File: src/verilog/soc_pkg.sv
`default_nettype none

package soc_pkg;

	// internal bus
	typedef logic [15:0] bus_addr_t;
	typedef logic [31:0] bus_data_t;

	// board io
	typedef logic [7:0] led_t;
	typedef logic [3:0] sw_t;

	// ascii host command opcodes
	typedef enum logic [7:0] {
		CMD_WRITE = 8'h57,
		CMD_READ  = 8'h52
	} cmd_opcode_e;

	// single byte replies
	localparam logic [7:0] REPLY_OK  = 8'h4B;
	localparam logic [7:0] REPLY_ERR = 8'h45;

	// led register with the switches at the next word
	localparam bus_addr_t GPIO_BASE = 16'h8000;

	// serial frame phases shared by rx and tx
	typedef enum logic [1:0] {
		UART_IDLE,
		UART_START,
		UART_DATA,
		UART_STOP
	} uart_state_e;

endpackage

`default_nettype wire

File: src/verilog/uart_rx.sv
`default_nettype none

module uart_rx import soc_pkg::*; #(
	parameter int CLKS_PER_BIT = 16
) (
	input  wire logic       clk,
	input  wire logic       reset,
	input  wire logic       rxd,
	output logic            rx_valid,
	output logic [7:0]      rx_byte
);

	localparam int CNT_W = $clog2(CLKS_PER_BIT);
	localparam logic [CNT_W-1:0] HALF_CNT = CNT_W'(CLKS_PER_BIT / 2 - 1);
	localparam logic [CNT_W-1:0] LAST_CNT = CNT_W'(CLKS_PER_BIT - 1);

	uart_state_e      state;
	logic [CNT_W-1:0] clk_cnt;
	logic [2:0]       bit_idx;
	logic             rxd_meta;
	logic             rxd_s;

	always_ff @(posedge clk) begin
		if (reset) begin
			state    <= UART_IDLE;
			clk_cnt  <= '0;
			bit_idx  <= '0;
			rx_valid <= 1'b0;
			rxd_meta <= 1'b1;
			rxd_s    <= 1'b1;
		end else begin
			rxd_meta <= rxd;
			rxd_s    <= rxd_meta;
			rx_valid <= 1'b0;
			case (state)
				UART_IDLE: begin
					clk_cnt <= '0;
					if (!rxd_s)
						state <= UART_START;
				end
				UART_START: begin
					// line must still be low mid start bit
					if (clk_cnt == HALF_CNT) begin
						clk_cnt <= '0;
						bit_idx <= '0;
						state   <= rxd_s ? UART_IDLE : UART_DATA;
					end else begin
						clk_cnt <= clk_cnt + 1'b1;
					end
				end
				UART_DATA: begin
					if (clk_cnt == LAST_CNT) begin
						clk_cnt <= '0;
						bit_idx <= bit_idx + 1'b1;
						if (bit_idx == 3'd7)
							state <= UART_STOP;
					end else begin
						clk_cnt <= clk_cnt + 1'b1;
					end
				end
				UART_STOP: begin
					if (clk_cnt == LAST_CNT) begin
						// framing error drops the byte
						rx_valid <= rxd_s;
						state    <= UART_IDLE;
					end else begin
						clk_cnt <= clk_cnt + 1'b1;
					end
				end
				default: state <= UART_IDLE;
			endcase
		end
	end

	// lsb first
	always_ff @(posedge clk) begin
		if (state == UART_DATA && clk_cnt == LAST_CNT)
			rx_byte <= {rxd_s, rx_byte[7:1]};
	end

endmodule

`default_nettype wire

File: config.mk
export PLATFORM = sky130hd
export DESIGN_NAME = uart_rx
export DESIGN_NICKNAME = d
export VERILOG_FILES = /design/src/verilog/soc_pkg.sv /design/src/verilog/uart_rx.sv
export SDC_FILE = /design/constraint.sdc
export NUM_CORES = 1
export LEC_CHECK = 0
export BUFFER_PORTS_ARGS = -buffer_cell sky130_fd_sc_hd__clkbuf_2
export CAP_MARGIN = 20
export CORE_MARGIN = 2
export CORE_UTILIZATION = 54
export DETAILED_ROUTE_END_ITERATION = 10
export GPL_TIMING_DRIVEN = 0
export PLACE_DENSITY = 0.8
export SYNTH_ARGS = -nofsm -noshare
export SYNTH_HDL_FRONTEND = slang
export SYNTH_SLANG_ARGS = --single-unit
File: constraint.sdc
create_clock -name clk -period 2.07 [get_ports clk]
set_input_delay 0.621 -clock clk [delete_from_list [all_inputs] [get_ports clk]]
set_output_delay 0.621 -clock clk [all_outputs]
set_load 0.05 [all_outputs]
# Yosys cells after proc, flatten, opt, wreduce, memory -nomap -nowiden
# Index checks and enable logic that the tools add are counted.
# classes
add_sub_neg,2
eq_ne,12
muxes,14
n_bitwise,2
n_reduce_logical,6
# op_table
cell,count
4-bit one-hot mux with 4 select lines,1
2-bit 2-to-1 mux,6
4-bit 2-to-1 mux,3
"2-bit inequality test, second input constant",6
2-bit one-hot mux with 4 select lines,1
3-bit 2-to-1 mux,2
3-bit one-hot mux with 2 select lines,1
5-bit AND reduction,1
"4-bit by 1-bit adder with 4-bit output, second input constant",1
"2-bit == test, second input constant",2
"4-bit by 3-bit == test with 1-bit output, second input constant",1
"4-bit == test, second input constant",1
"3-bit by 1-bit adder with 3-bit output, second input constant",1
"3-bit == test, second input constant",1
3-bit AND reduction,1
3-bit OR reduction,1
"2-bit by 1-bit == test with 1-bit output, second input constant",1
2-bit zero test,1
1-bit NOT,2
2-bit nonzero test,1
1-bit logical AND,1
# totals
reg_bits,20
in_bits,3
out_inout_bits,9
elab_cells,43

# Depth between registers and ports, before layout
# logic_depth
depth_word,4
mapped_depth,5
ltp_nobuf,5

# Least setup slack after synthesis
# No wires, ideal clock.
# synth_path
path_type,reg-to-reg
startpoint,register clk_cnt[0]
endpoint,register rx_byte[0] (enable)
setup_ps,370
t_arrival_ps,1149
required_time_ps,1700
setup_slack_ps,551
path_stages_with_launch,5
path_buffers,1
period_less_slack_ps,1519
path_cell_list,dfxtp_1 > ha_1 > buf_4 > nand4_1 > nor2_1
# synth_via
elab_chain_cells,2
# synth_rtl
item,line,rtl
from (decl),uart_rx.sv:18,logic [CNT_W-1:0] clk_cnt;
from (signal assigned),uart_rx.sv:48,clk_cnt <= clk_cnt + 1'b1;
from (signal assigned),uart_rx.sv:58,clk_cnt <= clk_cnt + 1'b1;
from (signal assigned),uart_rx.sv:67,clk_cnt <= clk_cnt + 1'b1;
4-bit == test,uart_rx.sv:77,if (state == UART_DATA && clk_cnt == LAST_CNT)
1-bit logical AND,uart_rx.sv:77,
to (signal assigned),uart_rx.sv:78,"rx_byte <= {rxd_s, rx_byte[7:1]};"
to (decl),uart_rx.sv:10,output logic [7:0] rx_byte
# No other way between the ends.
# A chain may end at the register's enable or synchronous reset.

# Worst setup path after layout
# layout_path
startpoint,register clk_cnt[0]
endpoint,register rx_byte[4] (enable)
# Same word-level chain as after synthesis.

==> summary.md <==
| Metric | Value |
|---|---|
| Routed vias/inst | `6.03` |
| Most numerous cell in the Yosys netlist | `dfxtp_1` |
| Cts hold-fix bufs | `0` |
| Die Height | `44.2 um` |
| Element type at the critical path end | `register` |
| R2r worst-path depth | `4` |
| Top Ports | `12` |
| Final WL | `1.71 mm` |
| Combinational share of power | `0.026` |
| Internal | `0.000615 W` |
| Clock Latency Late Sink | `310 ps` |
| Drt drc | `0` |
| Post-CTS Setup Inserts | `0` |
| Commonest cells in the netlist | `12 x dfxtp_1, 8 x edfxtp_1, 6 x a21oi_1, 6 x nand3_1, 5 x o21ai_0` |
| IO buf count | `11` |
| Clock network power share | `0.428` |
| Top cell type's share of synthesized area | `0.275` |
| Global route overflow | `0` |
| Power per cell area | `between 700 and 800 nW/um^2` |
| Worst Path Required | `~2000 ps` |
| Mapped Area | `875 sq um` |
| Top cells by area, synth | `dfxtp_1 27%, edfxtp_1 27%, ha_1 4.3%` |
| Sequential power share | `0.546` |
| Reg2reg end | `rx_byte[4]` |
| Worst Tran Pin Value | `625 ps` |
| CTS Buffer Depth | `2` |
| Syn. warnings | `0` |
| CTS tree | `done` |
| Tightest Hold Check Type | `register to register` |
| Yosys cell types | `35` |
| Post-route clock period utilization | `0.882` |
| Status | `finished, final reports clean` |
| Final setup violation count | `0` |
| Pins over their slew limit | `0` |
| Hold Fails Final Rpt | `0` |
| Final Critical Period | `1830 ps` |
| Arr. time, crit path | `1780 ps` |
| Switching Share | `0.187` |
| Vias in the first global route | `661` |
| FMAX | `548 MHz` |
| Gr usage total | `0.194` |
| Worst setup margin | `roughly 240 ps` |
| Post-synth EDFFs | `8` |
| Post-synthesis average cell area | `10.7 sq um` |
| Die span in x | `44.2 um` |
| Asr flop ratio synth | `0` |
| RSZ-0062 raised after global routing | `false` |
| Gates resized, CTS repair | `0` |
| Main synth FF type | `dfxtp_1` |
| ANT cells | `0` |
| Maxcap violations | `0` |
| Pre-CTS setup slack | `281 ps` |
| GPL Wtd Cong | `0.780` |
| Initial antenna violation count | `0` |
| Core box area | `1510 sq um` |
| Die area | `1960 sq um` |
| Number of synthesized register bits | `20` |
| CP max FO | `10` |
| Reg clk slew, reported paths | `120 ps` |
| Global-route wire length before repair | `2.71 mm` |
| Maximum number of pins on one net before global-route repair | `13` |
| Sequential area share after synthesis | `0.549` |
| Psw | `0.000142 W` |
| Htree depth | `1` |
| Cells after synthesis | `82` |
| Total CTS buffers | `3` |
| Nets@finish | `~100` |
| Worst Hold Depth | `1` |
| Via count | `681` |
| Hold path startpoint | `rxd_meta` |
| Post-Syn Nets | `88` |
| Iter 0 DRT Violations | `6` |
| Layout cells sized above 1 | `0.247` |
| Critical path type | `register to register` |
| CTS Root Cell | `clkbuf_4` |
| Detail Route Antenna Nets | `0` |
| DP Wirelength | `1.20 mm` |
| Area leader, netlist | `dfxtp_1` |
| Reg-to-reg startpoint | `clk_cnt[0]` |
| Wire length per cell | `15.1 um` |
| # rows | `14` |
| Final Cell Area | `1000 sq um` |
| Slew HR | `0.581` |
| Core Util, Final | `0.665` |
| R2R Setup Slk | `between 200 and 250 ps` |
| Initial DRT Pass Iterations | `4` |
| Worst setup SP type | `register` |
| Leak pwr | `0.401 nW` |
| Clock Skew | `4.74 ps` |
| Hold Path End | `rxd_s` |
| Area after DPL | `between 900 and 1000 sq um` |
| Sink Count | `20` |
| Setup_tns | `0 ps` |
| Starting Density | `0.581` |
| Area growth, synth to finish | `14.6%` |
| Worst vdd ir | `0.467 mV` |
## logic make-up (layout without fill, tap and decap cells)
group,after synthesis,in the layout,share of synthesized area
xor+xnor,1,1,0.0100
flops,20,20,0.549
compound gates,22,22,0.162
mux,1,1,0.0114
fa+ha+maj,3,3,0.0429
simple gates,26,26,0.165
buf+inv,9,24,0.0601
## layout make-up
| type | count | area (sq um) |
|---|---|---|
| Fill cell | 122 | 504 |
| Sequential cell | 20 | 480 |
| Multi-Input combinational cell | 53 | 342 |
| Timing Repair Buffer | 11 | 55.1 |
| Buffer | 7 | 45.0 |
| Clock inverter | 1 | 30.0 |
| Clock buffer | 3 | 22.5 |
| Tap cell | 16 | 20.0 |
| Inverter | 2 | 7.51 |
## worst max-delay path by stage
stage                           from         end  slack (ps)  cells past startpoint
after floorplan           clk_cnt[0]  rx_byte[0]         550                      4
after global placement    clk_cnt[0]  rx_byte[7]         370                      4
after detailed placement  clk_cnt[0]  rx_byte[5]         280                      4
after CTS                 clk_cnt[0]  rx_byte[4]         250                      4
after global routing      clk_cnt[0]  rx_byte[4]          70                      4
final                     clk_cnt[0]  rx_byte[4]         240                      4
## stage by stage
step / power (W) / hold WS (ps) / instances
floorplan: 0.000435 / 389 / 82
global placement: 0.000440 / 405 / 109
detailed placement: 0.000441 / 403 / 109
CTS: 0.000760 / 440 / 113
global route: 0.000766 / 459 / 113
finish: 0.000756 / 437 / 113
## state kept, by name, summed over array words and instances, names as in the netlist, named ones only
name and cells:
bit_idx 3, clk_cnt 4, rx_byte 8, rx_valid 1, rxd_meta 1, rxd_s 1, state 1
## cells in the final DEF, fill, tap and decap left out, types with 3 or more instances in the layout
cell type	synthesis	routed
edfxtp_1	8	8
clkbuf_4	0	3
o21ai_0	5	5
buf_2	3	3
dfxtp_1	12	12
nand3_1	6	6
a21oi_1	6	6
ha_1	3	3
clkbuf_2	0	11
nor2_1	4	4
## critical path, stage by stage, from the launching register on
cell,delay [ps]
dfxtp_1,450
ha_1,190
buf_4,160
nand4_1,150
nor2_1,520
## per-layer routing
metal / wire length (um) / vias up / GRT usage
met1: 733 / 329 / 0.223
met2: 874 / 16 / 0.335
li1: - / 331 / -
met4: 36 / 0 / 0.133
met3: 66 / 5 / 0.0245
met5: 0 / - / 0
## power by group through the flow
stage	clock network, W	logic [W]	registers [W]
floorplan	0	0.0000142	0.000420
global placement	0	0.0000188	0.000421
detailed placement	0	0.0000197	0.000421
CTS	0.000328	0.0000198	0.000413
global route	0.000331	0.0000220	0.000413
finish	0.000324	0.0000199	0.000413
Note: power is estimated with default switching activity, not from simulation.
