--- src/verilog/soc_pkg.sv ---
`default_nettype none

package soc_pkg;

	// internal bus
	typedef logic [15:0] bus_addr_t;
	typedef logic [31:0] bus_data_t;

	// board io
	typedef logic [7:0] led_t;
	typedef logic [3:0] sw_t;

	// ascii host command opcodes
	typedef enum logic [7:0] {
		CMD_WRITE = 8'h57,
		CMD_READ  = 8'h52
	} cmd_opcode_e;

	// single byte replies
	localparam logic [7:0] REPLY_OK  = 8'h4B;
	localparam logic [7:0] REPLY_ERR = 8'h45;

	// led register with the switches at the next word
	localparam bus_addr_t GPIO_BASE = 16'h8000;

	// serial frame phases shared by rx and tx
	typedef enum logic [1:0] {
		UART_IDLE,
		UART_START,
		UART_DATA,
		UART_STOP
	} uart_state_e;

endpackage

`default_nettype wire

--- src/verilog/gpio_regs.sv ---
`default_nettype none

module gpio_regs import soc_pkg::*; (
	input  wire logic clk,
	input  wire logic reset,
	input  wire logic en,
	input  wire logic we,
	input  wire logic sel,
	input  wire led_t wdata,
	output bus_data_t rdata,
	input  wire sw_t  sw,
	output led_t      led
);

	sw_t sw_meta;
	sw_t sw_s;

	always_ff @(posedge clk) begin
		if (reset)
			led <= '0;
		else if (en && we && !sel)
			led <= wdata;
	end

	// switches are asynchronous to clk
	always_ff @(posedge clk) begin
		sw_meta <= sw;
		sw_s    <= sw_meta;
	end

	always_ff @(posedge clk) begin
		if (en)
			rdata <= sel ? bus_data_t'(sw_s) : bus_data_t'(led);
	end

endmodule

`default_nettype wire

--- config.mk ---
export PLATFORM = sky130hd
export DESIGN_NAME = gpio_regs
export DESIGN_NICKNAME = d
export VERILOG_FILES = /design/src/verilog/soc_pkg.sv /design/src/verilog/gpio_regs.sv
export SDC_FILE = /design/constraint.sdc
export NUM_CORES = 1
export LEC_CHECK = 0
export BUFFER_PORTS_ARGS = -buffer_cell sky130_fd_sc_hd__buf_4
export CAP_MARGIN = 30
export CORE_UTILIZATION = 39
export DETAILED_ROUTE_END_ITERATION = 10
export GPL_TIMING_DRIVEN = 0
export PLACE_DENSITY = 0.81
export SLEW_MARGIN = 20
export SYNTH_ARGS = -nofsm -noshare
export SYNTH_HDL_FRONTEND = slang
export SYNTH_SLANG_ARGS = --single-unit
--- constraint.sdc ---
create_clock -name clk -period 0.8 [get_ports clk]
set_input_delay 0.04 -clock clk [delete_from_list [all_inputs] [get_ports clk]]
set_output_delay 0.04 -clock clk [all_outputs]
set_load 0.05 [all_outputs]
After elaboration in Yosys (flattened, before gate mapping)
Cells that the tools add are included.

operators by class
  mux-type cells = 1
  reduce and logical (&&, ||, !) cells = 3

operators with widths
  kind               number
  4-bit two-way mux  1
  1-bit logical AND  2
  1-bit zero test    1

storage, ports and cells
  register bits = 48
  output and inout port bits = 40

Logic depth before layout (Yosys ltp)
Gate-level depths: netlist of run 1.

  word-level depth = 2
  gate-level depth with buffers = 4
  gate-level depth less buffers = 2

Worst setup path before layout of run 1
Ideal clock, no wire load.

  kind = register -> register
  start = reg led[0]
  end = reg rdata[0] (data pin)
  library setup time = 260 ps
  arrival = 783 ps
  data required time = 540 ps
  setup slack = -243 ps
  cell stages (with the launch flop) = 2
  clock period less this slack = 1043 ps
  path through = dfxtp_1 > mux2_2

on the way
  cells in the longest elaborated chain, start to end = 1

RTL lines
  element                   line             RTL
  start: declaration        gpio_regs.sv:12  output led_t led
  start signal: assignment  gpio_regs.sv:22  led <= wdata;
  4-bit two-way mux         gpio_regs.sv:33  rdata <= sel ? bus_data_t'(sw_s) : bus_data_t'(led);
  end signal: assignment    gpio_regs.sv:33
  end: declaration          gpio_regs.sv:10  output bus_data_t rdata,

No other way between the ends.
A chain may end at the register's enable or synchronous reset.

Worst setup path in the final report of run 1
  start = reg rdata[3]
  end = out rdata[3]

No word-level cell between the ends.

==> results of run 1 <==
worst paths after layout:
kind,depth (start not counted),to,start
min,1,rdata[4],en
max,1,rdata[3],rdata[3]
max reg2reg,1,rdata[3],led[3]
min reg2reg,0,sw_s[1],sw_meta[1]
placed cells by master, fill, tap and decap left out:
| cell | Yosys | routed |
|---|---|---|
| and2b_2 | 4 | 4 |
| and3b_1 | 1 | 1 |
| buf_4 | 24 | 41 |
| buf_6 | 2 | 10 |
| buf_8 | 0 | 8 |
| clkbuf_1 | 1 | 1 |
| clkbuf_16 | 0 | 1 |
| clkbuf_4 | 0 | 3 |
| conb_1 | 1 | 24 |
| dfxtp_1 | 16 | 8 |
| dfxtp_4 | 0 | 8 |
| dlygate4sd3_1 | 0 | 12 |
| edfxtp_1 | 8 | 8 |
| mux2_2 | 4 | 2 |
| mux2_4 | 0 | 2 |
| mux2i_1 | 8 | 8 |
| nand2b_1 | 16 | 16 |
stage by stage:
stage,std cells,util (%)
global route,187,68.3
finish,187,68.3
floorplan,108,-
global placement,169,57.1
CTS,186,67.7
detailed placement,169,57.1
cells in the mapped netlist, drive strengths merged:
cell type,count
buf,26
dfxtp,16
nand2b,16
edfxtp,8
mux2i,8
and2b,4
mux2,4
and3b,1
clkbuf,1
conb,1
area by class of cell:
cell class              count  area [um^2]  area share, %
plain buffers              27          206           12.1
clock buffers               4         47.5           2.79
multi-input cells          57          367           21.5
flip-flops and latches     24          591           34.6
well taps                  30         37.5           2.20
repair buffers             45          458           26.8
logic make-up after synthesis:
| group | Yosys count |
|---|---|
| mux | 12 |
| flops | 24 |
| simple gates | 21 |
| other cells | 1 |
| buf+inv | 27 |
registers in the layout, summed over array words and instances, names as in the netlist:
register  count
sw_meta       4
led           8
sw_s          4
rdata         8
per-layer routing:
layer	track usage (%)	vias up
met3	2.54	3
li1	-	374
met2	26.7	39
met4	9.21	0
met5	0	-
met1	15.7	316
where the power goes:
part / total [mW] / switching [mW] / internal, mW
combinational: 0.776 / 0.470 / 0.307
clock: 0.731 / 0.349 / 0.382
sequential: 1.33 / 0.0323 / 1.30
total: 2.84 / 0.851 / 1.99
timing repair:
action                                  CTS  global route
cloned                                    0             0
endpoints found under the setup margin   20            21
hold endpoints to repair                 20             8
setup buffers                             1             1
resized for setup                        24             2
==> impl_metrics.tcl, run 1 <==
set metrics [dict create \
    r2r_slack_ns -0.08 \
    rsz0062_at_grt "true" \
    synth_xor_area_share_pct 0 \
    path_class "flop to output port" \
    core_mm2 0.00250 \
    leakagePower_nw 0.817 \
    wl_met2_um 1050 \
    clock_latency_ns 0.32 \
    yosys-top-cells-area "dfxtp_1, edfxtp_1, buf_4" \
    drt_iter0_drc 0 \
    hold_viol_final 0 \
    yosysUniqueCellTypes 11 \
    nNetsFinal 175 \
    grt_pass1_wl_um 2880 \
    critPathCaptureType "output port" \
    port_buffers 31 \
    top_layer_used "met4" \
    placed_area_mm2 0.00143 \
    syn_inst 85 \
    tns_ns -1.88 \
    grt.overflow.total 0 \
    synth_top_family_by_area "buffers and inverters" \
    total_power_mw 2.84 \
    nFillCells 188 \
    placementRows 18 \
    synth_simple_gate_area_share_pct 13.8 \
    syn_area_mm2 0.00104 \
    initial_core_util_pct 41.6 \
    cap_violations 0 \
    cp.required_ns 0.76 \
    cts_root_buf "clkbuf_4" \
    wire_per_inst_um 10.5 \
    cp_cell_sequence "buf_6" \
    fin_crit_ns 0.930 \
    globalplace.congestion 0.659 \
    yosys_warnings 0 \
    synth_top_area_share_pct 30.8 \
    die_h_um 53.6 \
    drive_gt1_share_pct 50.3 \
    syn_area_per_cell_um2 12.2 \
    grt_pass1_vias 642 \
    cts.sinks 24 \
    cts_max_path_buffers 2 \
    power_density_mw_per_mm2 1670 \
    ir_drop_mv 1.31 \
    ys_ff_latch 24 \
    stdcell_area_mm2 0.00171 \
    cts_tree "built" \
    slowest_stage "edfxtp_1" \
    synth_seq_area_share_pct 53.9 \
    vias 732 \
    synth_top_area_cell "dfxtp_1" \
    ant_nets 0 \
    wl_um 1960 \
    crit_buf_inv 1 \
    cts_buffers 3 \
    hold-worst-slack_ns 0.00419 \
    place_ws_ns -0.0625 \
    failed_checks "negative setup slack" \
    die_area_mm2 0.00288 \
    first_pass_iters 1 \
    ios 57 \
    crit_fanout 1 \
    cts_hold_buf 12 \
    start_kind "flop" \
    crit_arrival_ns 0.89 \
    cts_max_level 1 \
    wl_met1_um 738 \
    fin_ws_ns -0.130 \
    hold_class "input port to flop" \
    area_delta_synth_final_pct 64.1 \
    cpPeakStageDelay_ns 0.41 \
    fin_crit_sh_pct 116 \
    drcViolationCount 0 \
    synthMuxAreaShare_pct 12.0 \
    max_freq_mhz 1070 \
    path_clk_slew_ns 0.12 \
    status "finished, violations left" \
    grt_max_degree 15 \
    synth_compound_area_share_pct 0 \
    setup_viol 20 \
    track_usage_pct 14.7 \
    antenna_found_initial 0 \
    finalMaxSlewViolations 0 \
    synthAdderAreaFrac_pct 0 \
    finalClockSkew_ns 0.00226 \
    antenna_cells 0 \
    wl_met3_um 135 \
    vias_per_cell 3.91 \
    die_x_um 53.6 \
    crit_family "flip-flops" \
]
No activity file was read; power rests on OpenSTA's default activity.
==> inputs of run 2 (changes only) <==
--- a/config.mk
+++ b/config.mk
@@ -10,7 +10,8 @@
 export CORE_UTILIZATION = 39
 export DETAILED_ROUTE_END_ITERATION = 10
 export GPL_TIMING_DRIVEN = 0
-export PLACE_DENSITY = 0.81
+export PLACE_DENSITY = 0.76
+export RECOVER_POWER = 25
 export SLEW_MARGIN = 20
 export SYNTH_ARGS = -nofsm -noshare
 export SYNTH_HDL_FRONTEND = slang
==> run 2 against run 1 <==
Against the previous run:
- the run still ends with negative setup slack left
- final area fell by 1.5%
- via count fell by 4.1%
- total power rose by 0.14%
- flip-flop and latch count did not move
- sequential power barely moved
- worst setup slack got worse by 0.016 ns
- count of clock-buffer cells in the layout did not move
- first-iteration DRC count rose by 8
- critical path depth did not move
- core utilization fell by 1.1 points
- routed wire length fell by 3.1%
- largest power group unchanged
==> impl_metrics.tcl, run 2 (synthesis gave the netlist of run 1 again) <==
set metrics [dict create \
    status "finished, violations left" \
    failed_checks "negative setup slack" \
    globalplace.congestion 0.702 \
    cts_buffers 3 \
    nNetsFinal 173 \
    crit_fanout 1 \
    antenna_found_initial 0 \
    core_mm2 0.00250 \
    setup_viol 20 \
    total_power_mw 2.85 \
    ir_drop_mv 1.23 \
    drive_gt1_share_pct 49.0 \
    path_clk_slew_ns 0.13 \
    start_kind "flop" \
    stdcell_area_mm2 0.00168 \
    ios 57 \
    area_delta_synth_final_pct 61.6 \
    hpwl_um 1310 \
    top_regs "led: 8 flops, rdata: 8 flops" \
    antenna_cells 0 \
    crit_family "flip-flops" \
    nFillCells 189 \
    rsz0062_at_grt "true" \
    grt_max_degree 15 \
    vias_per_cell 3.79 \
    port_buffers 31 \
    drt_iter0_drc 8 \
    critPathCaptureType "output port" \
    cts_root_buf "clkbuf_4" \
    ant_nets 0 \
    hold_class "input port to flop" \
    placementRows 18 \
    cp.required_ns 0.76 \
    die_x_um 53.6 \
    fin_crit_ns 0.946 \
    cp_cell_sequence "buf_6" \
    cap_violations 0 \
    initial_core_util_pct 41.6 \
    vias 702 \
    track_usage_pct 15.2 \
    r2r.worst_path.cells 1 \
    place_ws_ns -0.0397 \
    cts_max_level 1 \
    finalMaxSlewViolations 0 \
    clock_latency_ns 0.32 \
    cts_tree "built" \
    finalClockSkew_ns 0.00149 \
    die_h_um 53.6 \
    cts_max_path_buffers 2 \
    multi_input_area_um2 359 \
    path_class "flop to output port" \
    max_freq_mhz 1060 \
    fin_crit_sh_pct 118 \
    placed_area_mm2 0.00143 \
    cpPeakStageDelay_ns 0.42 \
    ff_latch_area_um2 591 \
    utilization_pct 67.2 \
    grt.overflow.total 0 \
    whs_path_depth 3 \
    grt_pass1_wl_um 3040 \
    crit_buf_inv 1 \
    die_area_mm2 0.00288 \
    crit_arrival_ns 0.91 \
    fin_ws_ns -0.146 \
    final_cell_mix "buf_4, conb_1, nand2b_1" \
    grt_pass1_vias 694 \
    wire_per_inst_um 10.3 \
    hold_viol_final 0 \
    leakagePower_nw 0.796 \
    cp.depth 1 \
    wl_um 1900 \
    drcViolationCount 0 \
    cts_setup_buffers 0 \
    first_pass_iters 4 \
    slowest_stage "edfxtp_1" \
    mostFrequentLayoutCell "buf_4" \
    power_density_mw_per_mm2 1690 \
    cts.sinks 24 \
]
## run 2: final cells by class
type,instances,area share (%)
Sequential cell,24,35.1
Timing Repair Buffer,43,26.1
Multi-Input combinational cell,57,21.4
Buffer,27,12.3
Clock buffer,4,2.83
Tap cell,30,2.23
## run 2: path summary, 6_finish.rpt
check	endpoint	slack, ns	start
worst max-delay path	rdata[1]	-0.15	rdata[1]
worst min-delay path	led[3]	0.008	reset
worst max register to register	rdata[3]	-0.06	led[3]
worst min register to register	sw_s[3]	0.34	sw_meta[3]
## run 2: through the flow
stage	std cells	hold WS, ns	setup TNS, ns
4_1_cts	184	0.00351	-1.95
6_report	185	0.00762	-1.97
2_1_floorplan	108	0.0677	-0.548
3_3_place_gp	169	0.145	-0.146
3_5_place_dp	169	0.146	-0.198
5_1_grt	185	0.0281	-2.99
## run 2: where the power goes
group | switching (mW) | internal [mW] | total [mW] | leakage (nW)
combinational | 0.468 | 0.296 | 0.764 | 0.550
clock | 0.366 | 0.382 | 0.748 | 0.0261
sequential | 0.0316 | 1.30 | 1.33 | 0.220
## run 2: routing by layer
metal	GRT usage [%]	routed length [um]	vias up
met5	0	0	-
met4	7.89	34	0
met3	2.54	145	4
met2	27.7	929	37
met1	16.7	789	296
li1	-	-	365
## run 2: timing repair
action / 4_1_cts / 5_1_grt
endpoints found under the hold margin: 11 / 1
endpoints found under the setup margin: 20 / 21
hold buffers: 11 / 1
gates cloned: 0 / 0
gates resized for setup: 24 / 0
