### src/verilog/soc_pkg.sv
`default_nettype none

package soc_pkg;

	// internal bus
	typedef logic [15:0] bus_addr_t;
	typedef logic [31:0] bus_data_t;

	// board io
	typedef logic [7:0] led_t;
	typedef logic [3:0] sw_t;

	// ascii host command opcodes
	typedef enum logic [7:0] {
		CMD_WRITE = 8'h57,
		CMD_READ  = 8'h52
	} cmd_opcode_e;

	// single byte replies
	localparam logic [7:0] REPLY_OK  = 8'h4B;
	localparam logic [7:0] REPLY_ERR = 8'h45;

	// led register with the switches at the next word
	localparam bus_addr_t GPIO_BASE = 16'h8000;

	// serial frame phases shared by rx and tx
	typedef enum logic [1:0] {
		UART_IDLE,
		UART_START,
		UART_DATA,
		UART_STOP
	} uart_state_e;

endpackage

`default_nettype wire

### src/verilog/addr_decoder.sv
`default_nettype none

module addr_decoder import soc_pkg::*; #(
	parameter int MEM_ADDR_BITS = 11
) (
	input  wire logic                     clk,
	input  wire logic                     reset,
	input  wire logic                     bus_req,
	input  wire logic                     bus_we,
	input  wire bus_addr_t                bus_addr,
	input  wire bus_data_t                bus_wdata,
	output logic                          bus_ack,
	output bus_data_t                     bus_rdata,
	output logic                          bus_err,
	output logic                          mem_en,
	output logic                          mem_we,
	output logic [MEM_ADDR_BITS-1:0]      mem_addr,
	output bus_data_t                     mem_wdata,
	input  wire bus_data_t                mem_rdata,
	output logic                          gpio_en,
	output logic                          gpio_we,
	output logic                          gpio_sel,
	output led_t                          gpio_wdata,
	input  wire bus_data_t                gpio_rdata
);

	logic req_q;
	logic start;
	logic is_mem;
	logic is_led;
	logic is_sw;
	logic err;
	logic pend;
	logic pend_gpio;
	logic pend_err;

	assign start  = bus_req && !req_q && !bus_ack;
	assign is_mem = (bus_addr[15:MEM_ADDR_BITS] == '0);
	assign is_led = (bus_addr == GPIO_BASE);
	assign is_sw  = (bus_addr == bus_addr_t'(GPIO_BASE + 16'd1));
	// switches are read only
	assign err    = !(is_mem || is_led || is_sw) || (is_sw && bus_we);

	assign mem_en     = start && is_mem;
	assign mem_we     = bus_we;
	assign mem_addr   = bus_addr[MEM_ADDR_BITS-1:0];
	assign mem_wdata  = bus_wdata;
	assign gpio_en    = start && (is_led || is_sw) && !err;
	assign gpio_we    = bus_we;
	assign gpio_sel   = bus_addr[0];
	assign gpio_wdata = bus_wdata[7:0];

	always_ff @(posedge clk) begin
		if (reset) begin
			req_q   <= 1'b0;
			pend    <= 1'b0;
			bus_ack <= 1'b0;
		end else begin
			req_q <= bus_req;
			pend  <= start;
			// target data lands while pend is high
			if (pend)
				bus_ack <= 1'b1;
			else if (!bus_req)
				bus_ack <= 1'b0;
		end
	end

	always_ff @(posedge clk) begin
		if (start) begin
			pend_gpio <= !is_mem;
			pend_err  <= err;
		end
		if (pend) begin
			bus_err   <= pend_err;
			bus_rdata <= pend_err ? '0 : (pend_gpio ? gpio_rdata : mem_rdata);
		end
	end

endmodule

`default_nettype wire

### config.mk
export PLATFORM = sky130hd
export DESIGN_NAME = addr_decoder
export DESIGN_NICKNAME = d
export VERILOG_FILES = /design/src/verilog/soc_pkg.sv /design/src/verilog/addr_decoder.sv
export SDC_FILE = /design/constraint.sdc
export NUM_CORES = 1
export LEC_CHECK = 0
export ABC_CLOCK_PERIOD_IN_PS = 1900
export CORE_AREA = 2 2 79 81
export DETAILED_ROUTE_END_ITERATION = 6
export DIE_AREA = 0 0 81 83
export DONT_BUFFER_PORTS = 1
export GPL_TIMING_DRIVEN = 0
export PLACE_DENSITY = 0.51
export SLEW_MARGIN = 20
export SYNTH_ARGS = -nofsm -noshare
export SYNTH_HDL_FRONTEND = slang
export SYNTH_SLANG_ARGS = --single-unit
export TNS_END_PERCENT = 5
### constraint.sdc
create_clock -name clk -period 1.9 [get_ports clk]
set_input_delay 0.19 -clock clk [delete_from_list [all_inputs] [get_ports clk]]
set_output_delay 0.19 -clock clk [all_outputs]
set_load 0.02 [all_outputs]
* Word level (Yosys, flattened, before mapping) *
Index checks and enable logic that the tools add are counted.

storage, ports and cells
  output and inout bits = 90
  bits of input ports = 116
  logic and storage cells = 29
  register bits after elaboration = 38

operators by class
  reduce and logical (&&, ||, !) cells = 16
  multiplexer cells = 3
  equality and inequality tests = 3

operators with widths
  kind                                                                      count
  16-bit == test (second input constant)                                    2
  32-bit 2-to-1 mux                                                         1
  1-bit logical AND                                                         6
  1-bit logical NOT                                                         5
  5-bit logical NOT                                                         1
  1-bit logical OR                                                          4
  1-bit 2-to-1 mux                                                          2
  2-bit by 1-bit inequality test with 1-bit output (second input constant)  1

* Depth between registers and ports, before layout *
Gate-level depths: netlist of run 1.

  word-level depth = 7
  depth in mapped cells = 4
  depth with buffers taken out = 3

* Worst setup path before layout of run 1 *
Ideal clock, no wire load.

  path kind = register to register
  start point = register pend
  end point = register bus_err, enable pin
  path slack = 0.502 ns
  required time = 1.507 ns
  arrival time = 1.005 ns
  cell stages (with the launch flop) = 1
  cell sequence = dfxtp_1

RTL lines
  what                    RTL line            RTL
  from (decl)             addr_decoder.sv:33  logic pend;
  from (signal assigned)  addr_decoder.sv:60  pend <= start;
  to (signal assigned)    addr_decoder.sv:75  bus_err <= pend_err;
  to (decl)               addr_decoder.sv:14  output logic bus_err,

No word-level cell between the ends.

* Worst setup path after layout of run 1 *
  start point = register bus_ack
  end point = output port gpio_en

between the ends
  word-level cells in the longest chain between the ends = 4

RTL lines
  what                             RTL line            RTL
  from (decl)                      addr_decoder.sv:12  output logic bus_ack,
  from (signal assigned)           addr_decoder.sv:57  bus_ack <= 1'b0;
  from (signal assigned)           addr_decoder.sv:63  bus_ack <= 1'b1;
  from (signal assigned)           addr_decoder.sv:65  bus_ack <= 1'b0;
  1-bit logical NOT                addr_decoder.sv:37  assign start = bus_req && !req_q && !bus_ack;
  1-bit logical AND                addr_decoder.sv:37
  via start                        addr_decoder.sv:28  logic start;
  1-bit logical AND (2 in series)  addr_decoder.sv:48  assign gpio_en = start && (is_led || is_sw) && !err;
  to (decl)                        addr_decoder.sv:20  output logic gpio_en,

The timed path passes the listed nets, and every way through them passes these cells.

==> results.json, run 1 <==
{
  "grt_max_degree": 35,
  "antenna_found_initial": 0,
  "rsz0062_at_grt": "false",
  "drc": 0,
  "tightest_slew_ns": 0.775,
  "std_cell_rows": 28,
  "synth_flop_cell": "edfxtp_1",
  "syn_area_um2": 2130,
  "worstSetupStartpoint": "bus_ack",
  "cp-end-kind": "output pin",
  "post-cts-setup-buffers": 0,
  "clkTransAtPathRegs_ns": 0.07,
  "peakVddDrop_mv": 0.256,
  "grt_pass1_wl_um": 7740,
  "synthSimpleGateAreaFrac_pct": 10.2,
  "core_um2": 5820,
  "syn_area_per_cell_um2": 11.9,
  "fin_setup_tns_ns": 0,
  "clkPwrFrac_pct": 29.7,
  "status": "completed",
  "htree_num_levels": 2,
  "critPathMaxFanout": 5,
  "place_area_um2": 2220,
  "worstPathRequired_ns": 1.71,
  "dp_hpwl_um": 4490,
  "synth_cells": 179,
  "r2r_cells": 4,
  "vias": 1288,
  "gp_congestion": 0.727,
  "synthMuxAreaShare_pct": 15.0,
  "mappedNetlistNets": 295,
  "post-place-cells": 254,
  "fmax_ghz": 0.589,
  "p_switching_mw": 0.468,
  "io_pins": 206,
  "cts_buffers": 5,
  "tritoncts": "built",
  "cts_resized": 0,
  "setup_violations": 0,
  "criticalPathCategory": "flop to output pin",
  "final_area_um2": 2320,
  "synth_top_family_by_area": "buffers and inverters",
  "ys_ff_latch": 38,
  "p_int_mw": 1.30,
  "min-delay-path-class": "input pin to flop",
  "cts.sinks": 38,
  "n_fill_cell": 572,
  "stdcell_count": 263,
  "fin_nets": 303,
  "fin_skew_ns": 0.00544,
  "overflow": 0,
  "yosysTopAreaCell": "edfxtp_1",
  "switching_share_pct": 26.4,
  "crit_end": "gpio_en",
  "synthAdderAreaFrac_pct": 0,
  "cp-start-kind": "flop",
  "finalWorstSetupSlack_ns": 0.202,
  "multiInputGateArea_um2": 559,
  "slew_violations": 0,
  "pwr-share-comb_pct": 13.8,
  "portBuffers": 0,
  "worst_hold_slack_ns": 0.0351,
  "antenna_left": 0,
  "drt-total-wl_um": 5310,
  "synth_seq_area_share_pct": 52.2,
  "track_usage_pct": 15.4,
  "hold_viol": 0,
  "drtIter0Drc": 95,
  "antenna_cells": 0,
  "async_reset_ff_share_pct": 0,
  "drv_cap": 0,
  "start_util_pct": 36.6,
  "timing.rr.end": "bus_rdata[16]",
  "arrival_ns": 1.51,
  "utilization_pct": 39.9,
  "dieArea_um2": 6720,
  "drtPass1Iterations": 4,
  "cts.path.max_buffers": 2,
  "fp.dieH_um": 83,
  "netlist_top_cells_area": "edfxtp_1, buf_4, mux2i_1",
  "yosysWarningCount": 0,
  "wl_per_cell_um": 20.2,
  "grt_pass1_vias": 1410,
  "p_seq_share_pct": 56.6,
  "r2r_setup_slack_ns": 0.67,
  "syn_to_final_growth_pct": 8.94,
  "p_per_area_nw_per_um2": 764,
  "cellLeakagePower_nw": 1.05,
  "r2r_start": "pend_gpio",
  "synth_xor_area_share_pct": 0,
  "die_w_um": 81,
  "seq_area_um2": 1110,
  "total_power_mw": 1.77,
  "pre_cts_slack_ns": 0.464,
  "cts_root_buffer": "clkbuf_8",
  "synth.distinct_cells": 18,
  "synth_edf_count": 35,
  "synth_top_area_share_pct": 49.4,
  "drive_gt1_share_pct": 36.7,
  "synth_compound_area_share_pct": 1.06,
  "insertion_delay_ns": 0.29,
  "finalCritPeriodShare_pct": 89.4,
  "via_per_inst": 4.90,
  "slew_headroom_pct": 48.3,
  "final.min_clock_period_ns": 1.70
}
## metal layers
metal / wire (um) / share of wire (%) / global-route usage [%] / vias to the layer above
met5: 0 / 0 / 0 / -
met4: 100 / 1.9 / 5.70 / 0
met3: 541 / 10 / 4.89 / 8
met2: 3120 / 59 / 30.1 / 107
met1: 1550 / 29 / 14.2 / 598
li1: - / - / - / 575
## cell usage in the layout, fill, tap and decap left out, drive strengths merged
cell / Yosys / routed
buf: 58 / 58
nor2: 35 / 35
edfxtp: 35 / 35
mux2i: 32 / 32
clkbuf: 3 / 8
dfxtp: 3 / 3
nor4: 3 / 3
nand3: 2 / 2
nor2b: 2 / 2
clkinv: 0 / 2
nand2b: 1 / 1
a211oi: 1 / 1
a21bo: 1 / 1
nor3b: 1 / 1
nand2: 1 / 1
a21oi: 1 / 1
clkinvlp: 0 / 1
dlygate4sd3: 0 / 1
## cell usage after synthesis, types with 2 or more instances
cell type / instances
buf_4: 55
edfxtp_1: 35
nor2_1: 35
mux2i_1: 32
buf_6: 3
clkbuf_1: 3
dfxtp_1: 3
nand3_1: 2
nor2b_1: 2
## registers in the layout, summed over array words and instances, names as in the netlist
register,count
bus_ack,1
bus_err,1
req_q,1
pend_gpio,1
pend_err,1
pend,1
bus_rdata,32
## power groups by stage
stage / sequential, mW / clock, mW / combinational (mW)
after floorplan: 1.01 / 0 / 0.221
after global placement: 1.02 / 0 / 0.243
after detailed placement: 1.02 / 0 / 0.245
after CTS: 1.00 / 0.545 / 0.248
after global routing: 1.01 / 0.579 / 0.257
final: 1.00 / 0.526 / 0.244
## how the worst min path moves through the flow
stage | from | to | depth (start not counted)
after floorplan | reset | pend | 1
after global placement | reset | pend | 1
after detailed placement | reset | pend | 1
after CTS | bus_req | req_q | 1
after global routing | bus_req | req_q | 1
final | bus_req | req_q | 1
## timing repair
action,4_1_cts,5_1_grt
endpoints found under the hold margin,3,0
endpoints found under the setup margin,0,0
hold buffers,1,0
## kinds of logic after synthesis
| logic type | count (synthesis) |
|---|---|
| buf+inv | 61 |
| mux | 32 |
| simple gates | 45 |
| compound gates | 3 |
| flops | 38 |
## layout make-up
class                      count  share of cell area, %
tap                           75                   4.05
sequential                    38                   48.0
clock inverter                 3                  0.702
timing repair buffer           1                  0.432
clock buffer                   5                   2.97
buffer                        61                   19.8
multi-input combinational     80                   24.1
## critical path, stage by stage (launching register included)
cell,delay [ns]
dfxtp_1,0.40
nor3b_2,0.37
nand3_1,0.12
nor2_1,0.33
Note: power is estimated with default switching activity, not from simulation.
==> inputs of run 2 (changes only) <==
--- a/config.mk
+++ b/config.mk
@@ -6,12 +6,13 @@
 export NUM_CORES = 1
 export LEC_CHECK = 0
 export ABC_CLOCK_PERIOD_IN_PS = 1900
-export CORE_AREA = 2 2 79 81
+export CORE_AREA = 2 2 81 83
 export DETAILED_ROUTE_END_ITERATION = 6
-export DIE_AREA = 0 0 81 83
+export DIE_AREA = 0 0 83 85
 export DONT_BUFFER_PORTS = 1
 export GPL_TIMING_DRIVEN = 0
-export PLACE_DENSITY = 0.51
+export MAX_ROUTING_LAYER = met4
+export PLACE_DENSITY = 0.49
 export SLEW_MARGIN = 20
 export SYNTH_ARGS = -nofsm -noshare
 export SYNTH_HDL_FRONTEND = slang
==> results.json, run 2 (synthesis gave the netlist of run 1 again) <==
{
  "fin_nets": 304,
  "setup_violations": 0,
  "arrival_ns": 1.49,
  "criticalPathCategory": "flop to output pin",
  "final_common_cell": "buf_4",
  "vias": 1273,
  "path_delay_family": "simple AND/OR/NAND/NOR gates",
  "cp-start-kind": "flop",
  "grt_max_degree": 21,
  "fin_setup_tns_ns": 0,
  "worstPathRequired_ns": 1.71,
  "cts_resized": 0,
  "fp.dieH_um": 85,
  "crit_buf_inv": 0,
  "slew_violations": 0,
  "die_w_um": 83,
  "insertion_delay_ns": 0.29,
  "fmax_ghz": 0.595,
  "start_util_pct": 34.3,
  "io_pins": 206,
  "cp_slowest_cell": "dfxtp_1",
  "grt_pass1_wl_um": 7140,
  "antenna_cells": 0,
  "drtIter0Drc": 21,
  "wl_per_cell_um": 18.7,
  "grt_pass1_vias": 1366,
  "portBuffers": 0,
  "cts.path.max_buffers": 2,
  "dieArea_um2": 7060,
  "drive_gt1_share_pct": 37.6,
  "path_cells": "nor3b_2, nand3_1, nor2_1",
  "dp_hpwl_um": 4090,
  "drv_cap": 0,
  "n_fill_cell": 600,
  "finalCritPeriodShare_pct": 88.4,
  "regMostFlops": "bus_rdata",
  "antenna_found_initial": 0,
  "antenna_left": 0,
  "critPathMaxFanout": 5,
  "seq_area_um2": 1110,
  "min-delay-path-class": "input pin to flop",
  "track_usage_pct": 13.6,
  "largest_reg_flops": 32,
  "fin_skew_ns": 0.00608,
  "layout_common_cells": "buf_4, nor2_1, edfxtp_1",
  "htree_num_levels": 2,
  "cp-end-kind": "output pin",
  "status": "completed",
  "cellLeakagePower_nw": 1.09,
  "slew_headroom_pct": 68.8,
  "final.min_clock_period_ns": 1.68,
  "tritoncts": "built",
  "p_per_area_nw_per_um2": 866,
  "gp_congestion": 0.704,
  "cts_root_buffer": "clkbuf_8",
  "worst_hold_slack_ns": 0.0392,
  "drc": 0,
  "syn_to_final_growth_pct": 12.8,
  "drtPass1Iterations": 4,
  "peakVddDrop_mv": 0.253,
  "hold_viol": 0,
  "rsz0062_at_grt": "false",
  "via_per_inst": 4.79,
  "cts_buffers": 5,
  "multiInputGateArea_um2": 559,
  "worst_path_largest_cell_delay_ns": 0.40,
  "drt-total-wl_um": 4970,
  "std_cell_rows": 29,
  "tightest_slew_ns": 0.468,
  "cts.sinks": 38,
  "core_um2": 6200,
  "clkTransAtPathRegs_ns": 0.08,
  "overflow": 0
}
## run 2: changes by cell type in the layout (fill, tap and decap cells not counted)
cell | previous run | this run
clkinv_4 | 0 | 1
bufinv_16 | 0 | 2
buf_16 | 0 | 1
clkinvlp_4 | 1 | 0
clkinv_2 | 1 | 0
clkinv_1 | 1 | 0
## run 2: area by class of cell
type	count	area share [%]
Clock inverter	3	2.87
Tap cell	77	4.01
Sequential cell	38	46.3
Clock buffer	5	2.87
Multi-Input combinational cell	80	23.3
Buffer	61	19.1
Timing Repair Buffer	2	1.56
## run 2: path summary, 6_finish.rpt
check | endpoint | cells past startpoint | start | slack, ns
max reg2reg | bus_rdata[23] | 2 | pend_err | 0.65
min reg2reg | pend | 2 | req_q | 0.56
max | gpio_en | 3 | bus_ack | 0.22
min | req_q | 1 | bus_req | 0.04
## run 2: power by group
part | switching [mW] | internal (mW)
logic | 0.140 | 0.115
clock network | 0.304 | 0.526
registers | 0.0504 | 0.943
total | 0.494 | 1.58
## run 2: layer usage
layer	track usage, %	wire, um	share of wire (%)
met2	25.0	2770	56
met4	5.37	108	2.2
met1	12.8	1620	33
met5	-	0	0
met3	4.86	462	9.3
## run 2: stage by stage
step	std cells	area (um2)	power [mW]	util, %	setup WS, ns
6_report	266	2400	2.08	38.7	0.220
5_1_grt	266	2400	2.16	38.7	0.0773
4_1_cts	266	2400	2.11	38.7	0.187
3_5_place_dp	257	2250	1.27	36.3	0.516
3_3_place_gp	256	2220	1.26	35.9	0.157
2_1_floorplan	179	2130	1.23	-	0.502
## run 2: worst register-to-register path, delay by kind of cell (launching register included)
kind / cells / cell delay (ns)
DFF: 1 / 0.46
buffers and inverters: 1 / 0.41
and+or+nand+nor: 1 / 0.12
## run 2: timing repair
item / CTS / global route
hold buffers: 1 / 0
buffers inserted: 0 / 0
hold endpoints to repair: 3 / 0
