### src/verilog/soc_pkg.sv
`default_nettype none

package soc_pkg;

	// internal bus
	typedef logic [15:0] bus_addr_t;
	typedef logic [31:0] bus_data_t;

	// board io
	typedef logic [7:0] led_t;
	typedef logic [3:0] sw_t;

	// ascii host command opcodes
	typedef enum logic [7:0] {
		CMD_WRITE = 8'h57,
		CMD_READ  = 8'h52
	} cmd_opcode_e;

	// single byte replies
	localparam logic [7:0] REPLY_OK  = 8'h4B;
	localparam logic [7:0] REPLY_ERR = 8'h45;

	// led register with the switches at the next word
	localparam bus_addr_t GPIO_BASE = 16'h8000;

	// serial frame phases shared by rx and tx
	typedef enum logic [1:0] {
		UART_IDLE,
		UART_START,
		UART_DATA,
		UART_STOP
	} uart_state_e;

endpackage

`default_nettype wire

### src/verilog/host_cmd_parser.sv
`default_nettype none

module host_cmd_parser import soc_pkg::*; (
	input  wire logic       clk,
	input  wire logic       reset,
	input  wire logic       rx_valid,
	input  wire logic [7:0] rx_byte,
	output logic            bus_req,
	output logic            bus_we,
	output bus_addr_t       bus_addr,
	output bus_data_t       bus_wdata,
	input  wire logic       bus_ack,
	input  wire bus_data_t  bus_rdata,
	input  wire logic       bus_err,
	output logic            tx_req,
	output logic [7:0]      tx_byte,
	input  wire logic       tx_ack
);

	typedef enum logic [2:0] {
		ST_OPCODE,
		ST_ADDR,
		ST_DATA,
		ST_BUS,
		ST_REPLY
	} parser_state_e;

	parser_state_e state;
	logic [1:0]    byte_cnt;
	logic [1:0]    reply_left;
	logic [23:0]   reply_sh;

	always_ff @(posedge clk) begin
		if (reset) begin
			state      <= ST_OPCODE;
			byte_cnt   <= '0;
			reply_left <= '0;
			bus_req    <= 1'b0;
			tx_req     <= 1'b0;
		end else begin
			case (state)
				ST_OPCODE: begin
					byte_cnt <= '0;
					if (rx_valid) begin
						case (rx_byte)
							CMD_WRITE, CMD_READ: state <= ST_ADDR;
							default: begin
								reply_left <= '0;
								state      <= ST_REPLY;
							end
						endcase
					end
				end
				ST_ADDR: begin
					if (rx_valid) begin
						byte_cnt <= byte_cnt + 1'b1;
						if (byte_cnt == 2'd1) begin
							byte_cnt <= '0;
							state    <= bus_we ? ST_DATA : ST_BUS;
						end
					end
				end
				ST_DATA: begin
					if (rx_valid) begin
						byte_cnt <= byte_cnt + 1'b1;
						if (byte_cnt == 2'd3)
							state <= ST_BUS;
					end
				end
				ST_BUS: begin
					if (bus_req) begin
						if (bus_ack) begin
							bus_req    <= 1'b0;
							reply_left <= (bus_err || bus_we) ? 2'd0 : 2'd3;
							state      <= ST_REPLY;
						end
					end else if (!bus_ack) begin
						bus_req <= 1'b1;
					end
				end
				ST_REPLY: begin
					if (tx_req) begin
						if (tx_ack) begin
							tx_req     <= 1'b0;
							reply_left <= reply_left - 1'b1;
							if (reply_left == 2'd0)
								state <= ST_OPCODE;
						end
					end else if (!tx_ack) begin
						tx_req <= 1'b1;
					end
				end
				default: state <= ST_OPCODE;
			endcase
		end
	end

	// command fields and reply bytes
	always_ff @(posedge clk) begin
		if (state == ST_OPCODE && rx_valid) begin
			bus_we  <= (rx_byte == CMD_WRITE);
			tx_byte <= REPLY_ERR;
		end
		if (state == ST_ADDR && rx_valid)
			bus_addr <= {bus_addr[7:0], rx_byte};
		if (state == ST_DATA && rx_valid)
			bus_wdata <= {bus_wdata[23:0], rx_byte};
		if (state == ST_BUS && bus_req && bus_ack) begin
			reply_sh <= bus_rdata[23:0];
			if (bus_err)
				tx_byte <= REPLY_ERR;
			else if (bus_we)
				tx_byte <= REPLY_OK;
			else
				tx_byte <= bus_rdata[31:24];
		end
		// next read byte goes out msb first
		if (state == ST_REPLY && tx_req && tx_ack) begin
			tx_byte  <= reply_sh[23:16];
			reply_sh <= {reply_sh[15:0], 8'h00};
		end
	end

endmodule

`default_nettype wire

### config.mk
export PLATFORM = sky130hd
export DESIGN_NAME = host_cmd_parser
export DESIGN_NICKNAME = d
export VERILOG_FILES = /design/src/verilog/soc_pkg.sv /design/src/verilog/host_cmd_parser.sv
export SDC_FILE = /design/constraint.sdc
export NUM_CORES = 1
export LEC_CHECK = 0
export ABC_CLOCK_PERIOD_IN_PS = 3100
export BUFFER_PORTS_ARGS = -buffer_cell sky130_fd_sc_hd__buf_2
export CELL_PAD_IN_SITES_DETAIL_PLACEMENT = 0
export CELL_PAD_IN_SITES_GLOBAL_PLACEMENT = 1
export CORE_MARGIN = 2
export CORE_UTILIZATION = 37
export CTS_CLUSTER_DIAMETER = 40
export DETAILED_ROUTE_END_ITERATION = 8
export GPL_ROUTABILITY_DRIVEN = 0
export PLACE_DENSITY = 0.83
export RECOVER_POWER = 25
export SYNTH_ARGS = -nofsm -noshare
export SYNTH_HDL_FRONTEND = slang
export SYNTH_SLANG_ARGS = --single-unit
### constraint.sdc
create_clock -name clk -period 3.1 [get_ports clk]
set_input_delay 0.62 -clock clk [delete_from_list [all_inputs] [get_ports clk]]
set_output_delay 0.62 -clock clk [all_outputs]
set_load 0.01 [all_outputs]
# [Word level (Yosys, flattened, before mapping)]
# Index checks and enable logic that the tools add are counted.
[classes] n_addsub=2 eq_ne=19 mux=34 n_reduce_logical=18
[op_table] operator="2-to-1 mux 24 bit" n=2
[op_table] operator="2-to-1 mux 8 bit" n=5
[op_table] operator="2-to-1 mux 3 bit" n=11
[op_table] operator="inequality test 2 bit, second input constant" n=11
[op_table] operator="2-to-1 mux 2 bit" n=10
[op_table] operator="== test 8 x 7 -> 1 bit, second input constant" n=2
[op_table] operator="one-hot mux 3 bit (5 select lines)" n=1
[op_table] operator="one-hot mux 2 bit (3 select lines)" n=2
[op_table] operator="AND reduction 10 bit" n=1
[op_table] operator="nonzero test 3 bit" n=3
[op_table] operator="logical AND 1 bit" n=7
[op_table] operator="AND reduction 7 bit" n=1
[op_table] operator="== test 3 x 2 -> 1 bit, second input constant" n=2
[op_table] operator="== test 3 x 1 -> 1 bit, second input constant" n=1
[op_table] operator="== test 3 bit, second input constant" n=1
[op_table] operator="zero test 3 bit" n=1
[op_table] operator="2-to-1 mux 1 bit" n=3
[op_table] operator="AND reduction 3 bit" n=1
[op_table] operator="adder 2 x 1 -> 2 bit, second input constant" n=1
[op_table] operator="== test 2 x 1 -> 1 bit, second input constant" n=1
[op_table] operator="== test 2 bit, second input constant" n=1
[op_table] operator="zero test 2 bit" n=1
[op_table] operator="nonzero test 2 bit" n=1
[op_table] operator="OR reduction 2 bit" n=1
[op_table] operator="other kinds (2)" n=2
[totals] output_inout_bits=59 reg_bits=90

# [Logic depth before layout (Yosys ltp)]
[logic_depth] word_depth=5 mapped_depth=6 ltp_nobuf=6

# [Least setup slack after synthesis]
# OpenSTA, ideal clock, no wires.
[synth_path] path_kind="register to register" start="register state[1]" end="register bus_wdata[0], enable pin" stages_incl_launch_ff=4 slack_ns=-0.229 setup_time_ns=0.461 arrival_time_ns=2.867 path_cell_list="dfxtp_1 -> buf_4 -> nand2_1 -> nor3_1"
[synth_via] elab_chain_len=2
[synth_lines] element="from (decl)" line="host_cmd_parser.sv:28" source="parser_state_e state;"
[synth_lines] element="from (signal assigned)" line="host_cmd_parser.sv:59" source="state <= bus_we ? ST_DATA : ST_BUS;"
[synth_lines] element="== test 3 x 2 -> 1 bit" line="host_cmd_parser.sv:106" source="if (state == ST_DATA && rx_valid)"
[synth_lines] element="logical AND 1 bit" line="host_cmd_parser.sv:106"
[synth_lines] element="to (signal assigned)" line="host_cmd_parser.sv:107" source="bus_wdata <= {bus_wdata[23:0], rx_byte};"
[synth_lines] element="to (decl)" line="host_cmd_parser.sv:11" source="output bus_data_t bus_wdata,"
# No other way between the ends.
# A chain may end at the register's enable or synchronous reset.

# [Final worst setup path]
[layout_path] start="register state[2]" end="register reply_sh[17], enable pin"
[layout_via] elab_chain_len=4 word_cells_on_any_way=7
[layout_lines] element="== test 3 x 2 -> 1 bit or == test 3 bit (tied branches)" line="host_cmd_parser.sv:108, host_cmd_parser.sv:118"
[layout_lines] element="logical AND 1 bit (on tied branches) (2 in series)" line="host_cmd_parser.sv:108, host_cmd_parser.sv:118"
[layout_lines] element="nonzero test 2 bit (no line) (*)"
[layout_lines] element="to (signal assigned)" line="host_cmd_parser.sv:109" source="reply_sh <= bus_rdata[23:0];"
[layout_lines] element="to (signal assigned)" line="host_cmd_parser.sv:120" source="reply_sh <= {reply_sh[15:0], 8'h00};"
[layout_lines] element="to (decl)" line="host_cmd_parser.sv:31" source="logic [23:0] reply_sh;"
# Every way passes the cells marked *; elsewhere a longest branch is shown, timed or not.

==> impl_metrics.xml <==
<?xml version="1.0" encoding="UTF-8"?>
<metrics>
  <group name="sta">
    <metric name="fin_skew" unit="ns">0.0133</metric>
    <metric name="report.final.slew_viol_count" unit="">0</metric>
    <metric name="setup_total_negative_slack" unit="ns">0</metric>
    <metric name="hold_viol_final" unit="">0</metric>
    <metric name="period_minus_slack" unit="ns">2.19</metric>
    <metric name="setup_viol" unit="">0</metric>
    <metric name="slew_headroom" unit="">0.524</metric>
    <metric name="grt_setup_unrepaired" unit="">false</metric>
    <metric name="highest_attainable_clock_frequency" unit="GHz">0.456</metric>
    <metric name="final.period_utilization" unit="">0.707</metric>
    <metric name="tightest_slew" unit="ns">0.714</metric>
  </group>
  <group name="drt">
    <metric name="met2_wirelength" unit="um">3170</metric>
    <metric name="route.vias.total" unit="">2138</metric>
    <metric name="wl_met3" unit="um">357</metric>
    <metric name="routed_wirelength" unit="um">6520</metric>
    <metric name="highest_layer" unit="">met4</metric>
    <metric name="detail_route.first_pass.iterations" unit="">4</metric>
    <metric name="route.antenna.remaining_nets" unit="">0</metric>
    <metric name="drt_iter0_markers" unit="">59</metric>
    <metric name="route.detailed.vias_per_inst" unit="">4.94</metric>
    <metric name="drc_errors" unit="">0</metric>
    <metric name="detail_route.wirelength.met1" unit="um">2920</metric>
    <metric name="wl_per_cell" unit="um">15.1</metric>
  </group>
  <group name="worst_setup_path">
    <metric name="worst_setup_path_end_kind" unit="">flop</metric>
    <metric name="endpoint_of_the_worst_slack_reg_to_reg_timing_path" unit="">reply_sh[17]$_DFFE_PP_</metric>
    <metric name="ff_to_ff_setup_slack" unit="ns">0.91</metric>
    <metric name="worstSetupStartpointType" unit="">flop</metric>
    <metric name="critPathRequiredTime" unit="ns">3.08</metric>
    <metric name="crit_path_max_fanout" unit="">16</metric>
    <metric name="critical_path.reg2reg.startpoint" unit="">state[2]$_SDFFE_PP0P_</metric>
    <metric name="timing.reg2reg.worst_path_depth" unit="">4</metric>
    <metric name="critical_path_class" unit="">reg2reg</metric>
    <metric name="worst-endpoint-arrival" unit="ns">2.17</metric>
  </group>
  <group name="synthesis">
    <metric name="synthDominantCellAreaShare" unit="">0.648</metric>
    <metric name="synth_compound_gate_area_share" unit="">0.126</metric>
    <metric name="number_of_instances_in_the_synthesized_netlist" unit="">210</metric>
    <metric name="avg_cell_area_syn" unit="sq um">16.1</metric>
    <metric name="synth_top_flop_cell" unit="">edfxtp_1</metric>
    <metric name="synth_adder_area_share" unit="">0.0148</metric>
    <metric name="synthesis.area" unit="sq um">3380</metric>
    <metric name="yosys_warnings" unit="">0</metric>
    <metric name="synth_top_cells_by_count" unit="">edfxtp_1, a22o_1, dfxtp_1</metric>
    <metric name="ys_types" unit="">44</metric>
    <metric name="synthArstFlopShare" unit="">0</metric>
    <metric name="synth_simple_gate_area_frac" unit="">0.0791</metric>
    <metric name="ys_seq_elements" unit="">90</metric>
    <metric name="dominant_combinational_cell_family_by_area_after_synthesis" unit="">compound AO/OA/AOI/OAI gates</metric>
    <metric name="synth_most_common_cell" unit="">edfxtp_1</metric>
    <metric name="net_count_synth" unit="">260</metric>
    <metric name="top_post_synthesis_cells_by_area" unit="">edfxtp_1, dfxtp_1, a22o_1, nor2_1, ha_1</metric>
    <metric name="synthXorXnorAreaFrac" unit="">0.00518</metric>
    <metric name="synth_enable_flop_cells" unit="">73</metric>
    <metric name="muxShareOfSynthArea" unit="">0.00296</metric>
    <metric name="yosysTopAreaCell" unit="">edfxtp_1</metric>
    <metric name="seq_total_area_yosys" unit="">0.749</metric>
  </group>
  <group name="floorplanning">
    <metric name="io-pin-count" unit="">105</metric>
    <metric name="die_h" unit="um">99.6</metric>
    <metric name="floorplan.core_area" unit="sq um">8810</metric>
    <metric name="start_util" unit="">0.384</metric>
    <metric name="std_cell_rows" unit="">34</metric>
    <metric name="floorplan.die.width" unit="um">99.6</metric>
    <metric name="die-area" unit="sq um">9930</metric>
  </group>
  <group name="final_layout">
    <metric name="insertedDiodeCount" unit="">0</metric>
    <metric name="layout.nets" unit="">370</metric>
    <metric name="finalCoreUtilization" unit="">0.475</metric>
    <metric name="post_layout_nonfiller_instances" unit="">433</metric>
    <metric name="drive_above_1_share" unit="">0.360</metric>
    <metric name="filler_cell_count" unit="">790</metric>
    <metric name="synthToLayoutAreaGrowth" unit="%">23.6</metric>
  </group>
  <group name="power">
    <metric name="power_switching" unit="uW">477</metric>
    <metric name="cellInternalPower" unit="uW">1660</metric>
    <metric name="seq_power_share" unit="">0.622</metric>
    <metric name="worst_ir_drop_vdd" unit="uV">221</metric>
    <metric name="power.share.switching" unit="">0.224</metric>
    <metric name="cellPowerDensity" unit="nW/um^2">510</metric>
    <metric name="combinationalPowerShare" unit="">0.051</metric>
    <metric name="leakage" unit="uW">0.00159</metric>
    <metric name="power.share.clock" unit="">0.326</metric>
  </group>
  <group name="hold_path">
    <metric name="min_to" unit="">bus_wdata[9]$_DFFE_PP_</metric>
    <metric name="worstHoldPathType" unit="">reg2reg</metric>
    <metric name="hold-path-cell-count" unit="">0</metric>
    <metric name="min_from" unit="">bus_wdata[1]$_DFFE_PP_</metric>
  </group>
  <group name="clock_network">
    <metric name="cts.root.buffer_cell" unit="">clkbuf_8</metric>
    <metric name="cts_repair_resizes" unit="">0</metric>
    <metric name="numCtsBuffers" unit="">9</metric>
    <metric name="cts.sinks" unit="">90</metric>
    <metric name="clk-insertion-delay-late" unit="ns">0.35</metric>
    <metric name="holdBufCountCts" unit="">0</metric>
    <metric name="cts_max_level" unit="">3</metric>
    <metric name="post-cts-setup-buffer-count" unit="">0</metric>
    <metric name="max-clock-path-buffers" unit="">2</metric>
    <metric name="tritoncts_clock_tree" unit="">yes</metric>
    <metric name="clkSlewWorstSetupHoldPaths" unit="ns">0.09</metric>
  </group>
  <group name="placement">
    <metric name="buffer_ports.inserted" unit="">104</metric>
    <metric name="placed_cells_incl_taps" unit="">417</metric>
    <metric name="place.detailed.hpwl" unit="um">4730</metric>
  </group>
  <group name="grt">
    <metric name="grt.total_usage" unit="">0.133</metric>
    <metric name="grt_first_pass_wirelength" unit="um">10100</metric>
    <metric name="first_global_vias" unit="">2023</metric>
    <metric name="pin_count_of_the_biggest_net_entering_global_routing" unit="">33</metric>
    <metric name="grt.overflow.total" unit="">0</metric>
    <metric name="antenna_violations_before_repair" unit="">0</metric>
  </group>
  <group name="outcome">
    <metric name="outcome" unit="">finished, final reports clean</metric>
  </group>
  <group name="flow_run">
    <metric name="drv_cap" unit="">0</metric>
  </group>
</metrics>
## worst max-delay path by stage
stage / slack [ns] / start / to
floorplan: 0.75 / state[1]$_SDFFE_PP0P_ / bus_wdata[0]$_DFFE_PP_
global placement: 1.01 / state[2]$_SDFFE_PP0P_ / reply_sh[18]$_DFFE_PP_
detailed placement: 0.91 / state[2]$_SDFFE_PP0P_ / reply_sh[17]$_DFFE_PP_
CTS: 0.90 / state[2]$_SDFFE_PP0P_ / reply_sh[17]$_DFFE_PP_
global route: 0.76 / state[2]$_SDFFE_PP0P_ / reply_sh[17]$_DFFE_PP_
finish: 0.91 / state[2]$_SDFFE_PP0P_ / reply_sh[17]$_DFFE_PP_
## logic make-up after synthesis
family	count (synthesis)
DFF	90
AOI/OAI and AO/OA	52
and+or+nand+nor	44
buffers and inverters	17
adders and majority gates	4
xor gates and xnor gates	2
muxes	1
## metrics by stage
step	hold slack (ns)	instance area, sq um	setup WS [ns]	total power, uW
detailed placement	0.429	4040	0.912	1470
finish	0.448	4180	0.909	2130
CTS	0.443	4210	0.899	2160
global placement	0.425	4040	1.01	1460
global route	0.457	4180	0.757	2220
floorplan	0.443	3390	0.752	1410
## critical path: stages, from the launching register on
cell	delay, ns
dfxtp_1	0.66
nor3b_2	0.39
a2bb2oi_1	0.16
buf_4	0.20
inv_1	0.44
## layout make-up
type                    count  area, sq um  area share
clock buffers              10          128      0.0305
well taps                 108          135      0.0323
multi-input cells         103          779       0.186
clock inverters             6         42.5      0.0102
inverters                   8         30.0     0.00718
repair buffers            108          536       0.128
flip-flops and latches     90         2530       0.605
## registers in the layout, summed over array words and instances, names as in the netlist
name,count
tx_byte,8
reply_sh,24
state,3
tx_req,1
bus_wdata,32
bus_we,1
bus_addr,16
reply_left,2
bus_req,1
byte_cnt,2
## layer usage
metal | vias up | track usage
met1 | 1017 | 0.170
met4 | 0 | 0.0474
met2 | 72 | 0.212
met3 | 4 | 0.0471
met5 | - | 0
li1 | 1045 | -
## power by group through the flow
stage,clock (uW),sequential (uW),combinational [uW]
6_report,696,1330,110
5_1_grt,770,1330,122
4_1_cts,722,1330,114
3_5_place_dp,0,1350,113
3_3_place_gp,0,1350,110
2_1_floorplan,0,1350,59.7
## layout by cell type, fill, tap and decap left out, types with 2 or more instances in the layout
master / count
buf_4: 4
nor3_1: 2
dfxtp_1: 17
a211o_1: 2
nor2_1: 14
ha_1: 4
clkinv_2: 2
clkbuf_8: 9
inv_1: 8
edfxtp_1: 73
a211oi_1: 2
nor2b_1: 3
buf_2: 92
a221oi_1: 2
and4_1: 3
o21ai_0: 5
nand2b_1: 4
clkbuf_1: 13
and2_1: 2
nand2_1: 5
o22a_1: 3
o32ai_1: 2
clkinvlp_4: 2
a22o_1: 27
(Power assumes the default switching activity.)
